==> src/hw/hbm_pkg.sv <==
// hbm memory back end definitions
// widths, storage depth, read latency and the channel address word
package hbm_pkg;

  localparam int WORD_W_LP = 32;
  localparam int BLOCK_WORDS_LP = 4;
  localparam int BEAT_W_LP = WORD_W_LP * BLOCK_WORDS_LP;

  // channel address fields
  localparam int BYTE_OFF_W_LP = 4;
  localparam int CO_W_LP = 3;
  localparam int BA_W_LP = 1;
  localparam int BG_W_LP = 1;
  localparam int RO_W_LP = 3;
  localparam int CH_ADDR_W_LP = BG_W_LP + BA_W_LP + RO_W_LP + CO_W_LP + BYTE_OFF_W_LP;

  localparam int BLOCKS_LP = 256;
  localparam int READ_LAT_LP = 8;

  // derived counter and index widths
  localparam int WORD_IDX_W_LP = $clog2(BLOCK_WORDS_LP);
  localparam int BLOCK_IDX_W_LP = $clog2(BLOCKS_LP);
  localparam int LAT_CNT_W_LP = $clog2(READ_LAT_LP + 1);

  // bridge fsm states
  localparam logic [2:0] ST_IDLE_LP = 3'd0;
  localparam logic [2:0] ST_COLLECT_LP = 3'd1;
  localparam logic [2:0] ST_REQ_LP = 3'd2;
  localparam logic [2:0] ST_WAIT_LP = 3'd3;
  localparam logic [2:0] ST_SEND_LP = 3'd4;

  // flat byte address from the cache side, field view for the dram side
  typedef union packed {
    logic [CH_ADDR_W_LP-1:0] byte_addr;
    struct packed {
      logic [BG_W_LP-1:0] bg;
      logic [BA_W_LP-1:0] ba;
      logic [RO_W_LP-1:0] ro;
      logic [CO_W_LP-1:0] co;
      logic [BYTE_OFF_W_LP-1:0] byte_off;
    } fld;
  } hbm_ch_addr_u;

endpackage

==> src/hw/dma_to_dram.sv <==
// cache dma to dram channel bridge
// packs four write words into one beat, unpacks a read beat into four words
// blocking, one packet in flight
module dma_to_dram (
  input  logic                             core_clk,
  input  logic                             rst_n_i,

  input  logic                             dma_pkt_v_i,
  input  logic                             dma_pkt_write_i,
  input  logic [hbm_pkg::CH_ADDR_W_LP-1:0] dma_pkt_addr_i,
  output logic                             dma_pkt_yumi_o,

  input  logic [hbm_pkg::WORD_W_LP-1:0]    dma_wdata_i,
  input  logic                             dma_wdata_v_i,
  output logic                             dma_wdata_yumi_o,

  output logic [hbm_pkg::WORD_W_LP-1:0]    dma_rdata_o,
  output logic                             dma_rdata_v_o,
  input  logic                             dma_rdata_ready_i,

  output logic                             req_v_o,
  output logic                             req_write_o,
  output hbm_pkg::hbm_ch_addr_u            req_addr_o,
  output logic [hbm_pkg::BEAT_W_LP-1:0]    req_wdata_o,
  input  logic                             req_yumi_i,

  input  logic                             rd_v_i,
  input  logic [hbm_pkg::BEAT_W_LP-1:0]    rd_data_i
);

  import hbm_pkg::*;

  logic [2:0] state_r;
  logic [2:0] state_n;
  logic write_r;
  hbm_ch_addr_u addr_r;
  logic [BEAT_W_LP-1:0] beat_r;
  logic [WORD_IDX_W_LP-1:0] word_cnt_r;
  logic last_word;
  logic rdata_xfer;

  assign last_word = word_cnt_r == WORD_IDX_W_LP'(BLOCK_WORDS_LP - 1);
  assign rdata_xfer = dma_rdata_v_o & dma_rdata_ready_i;

  // cache side handshakes
  assign dma_pkt_yumi_o = (state_r == ST_IDLE_LP) & dma_pkt_v_i;
  assign dma_wdata_yumi_o = (state_r == ST_COLLECT_LP) & dma_wdata_v_i;
  assign dma_rdata_v_o = state_r == ST_SEND_LP;
  assign dma_rdata_o = beat_r[word_cnt_r*WORD_W_LP +: WORD_W_LP];

  // dram side
  assign req_v_o = state_r == ST_REQ_LP;
  assign req_write_o = write_r;
  assign req_addr_o = addr_r;
  assign req_wdata_o = beat_r;

  always_comb begin
    state_n = state_r;
    case (state_r)
      ST_IDLE_LP: begin
        if (dma_pkt_v_i) begin
          state_n = dma_pkt_write_i ? ST_COLLECT_LP : ST_REQ_LP;
        end
      end
      ST_COLLECT_LP: begin
        if (dma_wdata_v_i && last_word) begin
          state_n = ST_REQ_LP;
        end
      end
      ST_REQ_LP: begin
        // writes need no response
        if (req_yumi_i) begin
          state_n = write_r ? ST_IDLE_LP : ST_WAIT_LP;
        end
      end
      ST_WAIT_LP: begin
        if (rd_v_i) begin
          state_n = ST_SEND_LP;
        end
      end
      ST_SEND_LP: begin
        if (rdata_xfer && last_word) begin
          state_n = ST_IDLE_LP;
        end
      end
      default: begin
        state_n = ST_IDLE_LP;
      end
    endcase
  end

  // word counter wraps back to zero after the last word
  always_ff @(posedge core_clk or negedge rst_n_i) begin
    if (!rst_n_i) begin
      state_r <= ST_IDLE_LP;
      word_cnt_r <= '0;
    end else begin
      state_r <= state_n;
      if (dma_wdata_yumi_o || rdata_xfer) begin
        word_cnt_r <= word_cnt_r + 1'b1;
      end
    end
  end

  always_ff @(posedge core_clk) begin
    if (dma_pkt_yumi_o) begin
      write_r <= dma_pkt_write_i;
      addr_r.byte_addr <= dma_pkt_addr_i;
    end
    // word 0 lands in the low bits
    if (dma_wdata_yumi_o) begin
      beat_r[word_cnt_r*WORD_W_LP +: WORD_W_LP] <= dma_wdata_i;
    end
    if ((state_r == ST_WAIT_LP) && rd_v_i) begin
      beat_r <= rd_data_i;
    end
  end

endmodule

==> config.mk <==
export PLATFORM = sky130hd
export DESIGN_NAME = dma_to_dram
export DESIGN_NICKNAME = d
export VERILOG_FILES = /design/src/hw/hbm_pkg.sv /design/src/hw/dma_to_dram.sv
export SDC_FILE = /design/constraint.sdc
export NUM_CORES = 1
export LEC_CHECK = 0
export BUFFER_PORTS_ARGS = -buffer_cell sky130_fd_sc_hd__buf_2
export CAP_MARGIN = 5
export CORE_AREA = 2 2 137 139
export DETAILED_ROUTE_END_ITERATION = 7
export DIE_AREA = 0 0 139 141
export PLACE_DENSITY = 0.8
export SLEW_MARGIN = 40
export SYNTH_ARGS = -nofsm -noshare
export SYNTH_HDL_FRONTEND = slang
export SYNTH_SLANG_ARGS = --single-unit
==> constraint.sdc <==
create_clock -name core_clk -period 3.1 [get_ports core_clk]
set_input_delay 0.155 -clock core_clk [delete_from_list [all_inputs] [get_ports core_clk]]
set_output_delay 0.155 -clock core_clk [all_outputs]
set_load 0.1 [all_outputs]
==> results.md <==
- Unrepaired setup endpoints after global routing: no
- Die area: 19600 um^2
- Pins Over Slew Limit: 0
- Largest net degree at the start of global routing: 130
- Post-synth EDFFs: 141
- First-pass GRT wire length: 32400 um
- Hold Crit Class: in -> reg
- Clock Pin Slew Worst Setup and Hold Paths: 0.06 ns
- Max Freq: 386 MHz
- Layout cells sized above 1: 57.9%
- FP Rows: 50
- Initial Util: 37.4%
- Die W: 139 um
- Arr. time, crit path: 2.44 ns
- Req. time, crit path: 2.94 ns
- CTS Buffer Depth: 2
- Area leader, netlist: edfxtp_1
- Final hold viol count: 0
- Antenna violations before repair: 0
- DRT Pass-1 Iters: 5
- All-layer global routing usage: 21.6%
- Core area: 18300 um^2
- Number of DRC markers in iteration 0: 371
- Fill cell total of the finished layout: 1550
- Clock skew: 0.0104 ns
- Most common cell in the netlist: edfxtp_1
- Avg WL per Cell: 21.5 um
- Die Height: 141 um
- Ys async rst share: 3.42%
- Outcome: completed
- Mapped cell area: 6830 um^2
- Num CTS Buffers: 17
- CTS-repair resized insts: 0
- WL final: 21600 um
- Mapped Nets: 579
- Crit path kind: reg -> out
- I/O pin count: 357
- Cell count after synthesis: 393
- DP HPWL: 15900 um
- Synth-to-Final Area Change: 41.3%
- Post-route setup slack: 0.510 ns
- Warnings, synthesis: 0
- Slew @ Worst Pin: 0.797 ns
- FF/Latch Area: 4360 um^2
- Port Buffers: 356
- Via/cell ratio: 5.51
- Vias in the first global route: 5743
- Clk_lat worst skew: 0.41 ns
- Post-route ant nets: 0
- Minimum clock period: 2.59 ns
- CTS tree: built
- Period utilization: 83.6%
- Synth Flop Type: edfxtp_1
- Yosys cell types: 37
- Area of the multi-input gates: 2260 um^2
- Top post-synthesis cells by count: 141 x edfxtp_1, 128 x a22o_1, 32 x mux4_2
- Register area share after synthesis: 63.8%
- Flop and latch count out of synthesis: 146
- Total negative slack: 0 ns
- # clock sinks: 146
- Final antenna diode count: 0
- DRC: 0
- Clk root buf: clkbuf_16
- Nets@finish: 944
- Pre-CTS setup slack: 0.590 ns
- CP Capture Type: primary output
- Vias after detailed routing: 5530
- H-Tree Depth: 4
- CP max FO: 33
- # Post-CTS Setup Buffers: 0
- Synth top area share: 62.0%
- Mean post-synth cell area: 17.4 um^2
- Top post-synthesis cells by area: edfxtp_1 62%, a22o_1 16%, mux4_2 11%
- Final setup vio count: 0
- CP startpoint kind: register
- Total of max-cap violations: 0
- RD Place Congestion: 0.867
- GRT overflow: 0
- Slew HR: 46.7%
-- sequential cells by signal, indices dropped and copies added (netlist names) --
register,count
req_write_o,1
req_wdata_o,128
req_addr_o,12
state_r,3
word_cnt_r,2
-- stage by stage --
step / area (um^2) / util, % / hold WS, ns / cells
finish: 9660 / 52.9 / 0.0348 / 1004
global placement: 8880 / 48.6 / -0.0181 / 959
global route: 9660 / 52.9 / 0.0166 / 1004
floorplan: 6850 / - / -0.141 / 393
CTS: 9660 / 52.9 / 0.0157 / 1004
detailed placement: 8880 / 48.6 / -0.0149 / 959
-- cells in the final DEF, fill, tap and decap left out, drive strengths merged, types with 6 or more instances in the layout --
cell	instances
buf	370
edfxtp	141
a22o	128
mux4	32
clkbuf	18
dlygate4sd3	14
nand2	7
ha	6
inv	6
-- worst paths after layout --
check                      depth (start not counted)  slack [ns]         endpoint           from
setup / recovery                                   3        0.51   dma_rdata_o[1]  word_cnt_r[0]
hold / removal                                     2        0.03  req_wdata_o[91]  rd_data_i[91]
setup reg to reg                                   6        0.58  req_wdata_o[90]  word_cnt_r[0]
hold reg to reg                                    1        0.67       state_r[0]     state_r[0]
max in group asynchronous                          2        2.86    word_cnt_r[0]        rst_n_i
min in group asynchronous                          2        0.08    word_cnt_r[1]        rst_n_i
-- layout make-up --
| cell class | instances | share of cell area, % |
|---|---|---|
| well taps | 234 | 3.03 |
| multi-input cells | 206 | 23.5 |
| inverters | 3 | 0.117 |
| repair buffers | 384 | 21.6 |
| clock buffers | 18 | 4.44 |
| flip-flops and latches | 146 | 45.2 |
| clock inverters | 13 | 2.14 |
-- cells by family after synthesis --
group	synth area share [%]
mux	10.7
simple gates	2.88
flops	63.8
compound gates	17.8
buf+inv	3.55
xor+xnor	0.128
fa+ha+maj	1.10
-- timing repair --
item                                   in CTS  in global routing
endpoints found under the hold margin      18                  0
hold buffers                               14                  0
setup endpoints to repair                   0                  0
-- worst max-delay path, stage by stage (launching register included) --
cell,delay [ns]
dfrtp_2,0.46
buf_4,0.61
mux4_2,0.62
buf_2,0.31
-- routing by layer --
layer | global-route usage [%] | part of all wire [%] | vias up
met4 | 6.54 | 1.5 | 0
met2 | 38.3 | 53 | 301
met1 | 25.8 | 38 | 2774
met3 | 5.81 | 7.3 | 31
met5 | 0 | 0 | -
li1 | - | - | 2424
Power is not shown: default switching activity piles up to over one toggle a cycle in this logic, so the estimate is an artifact.
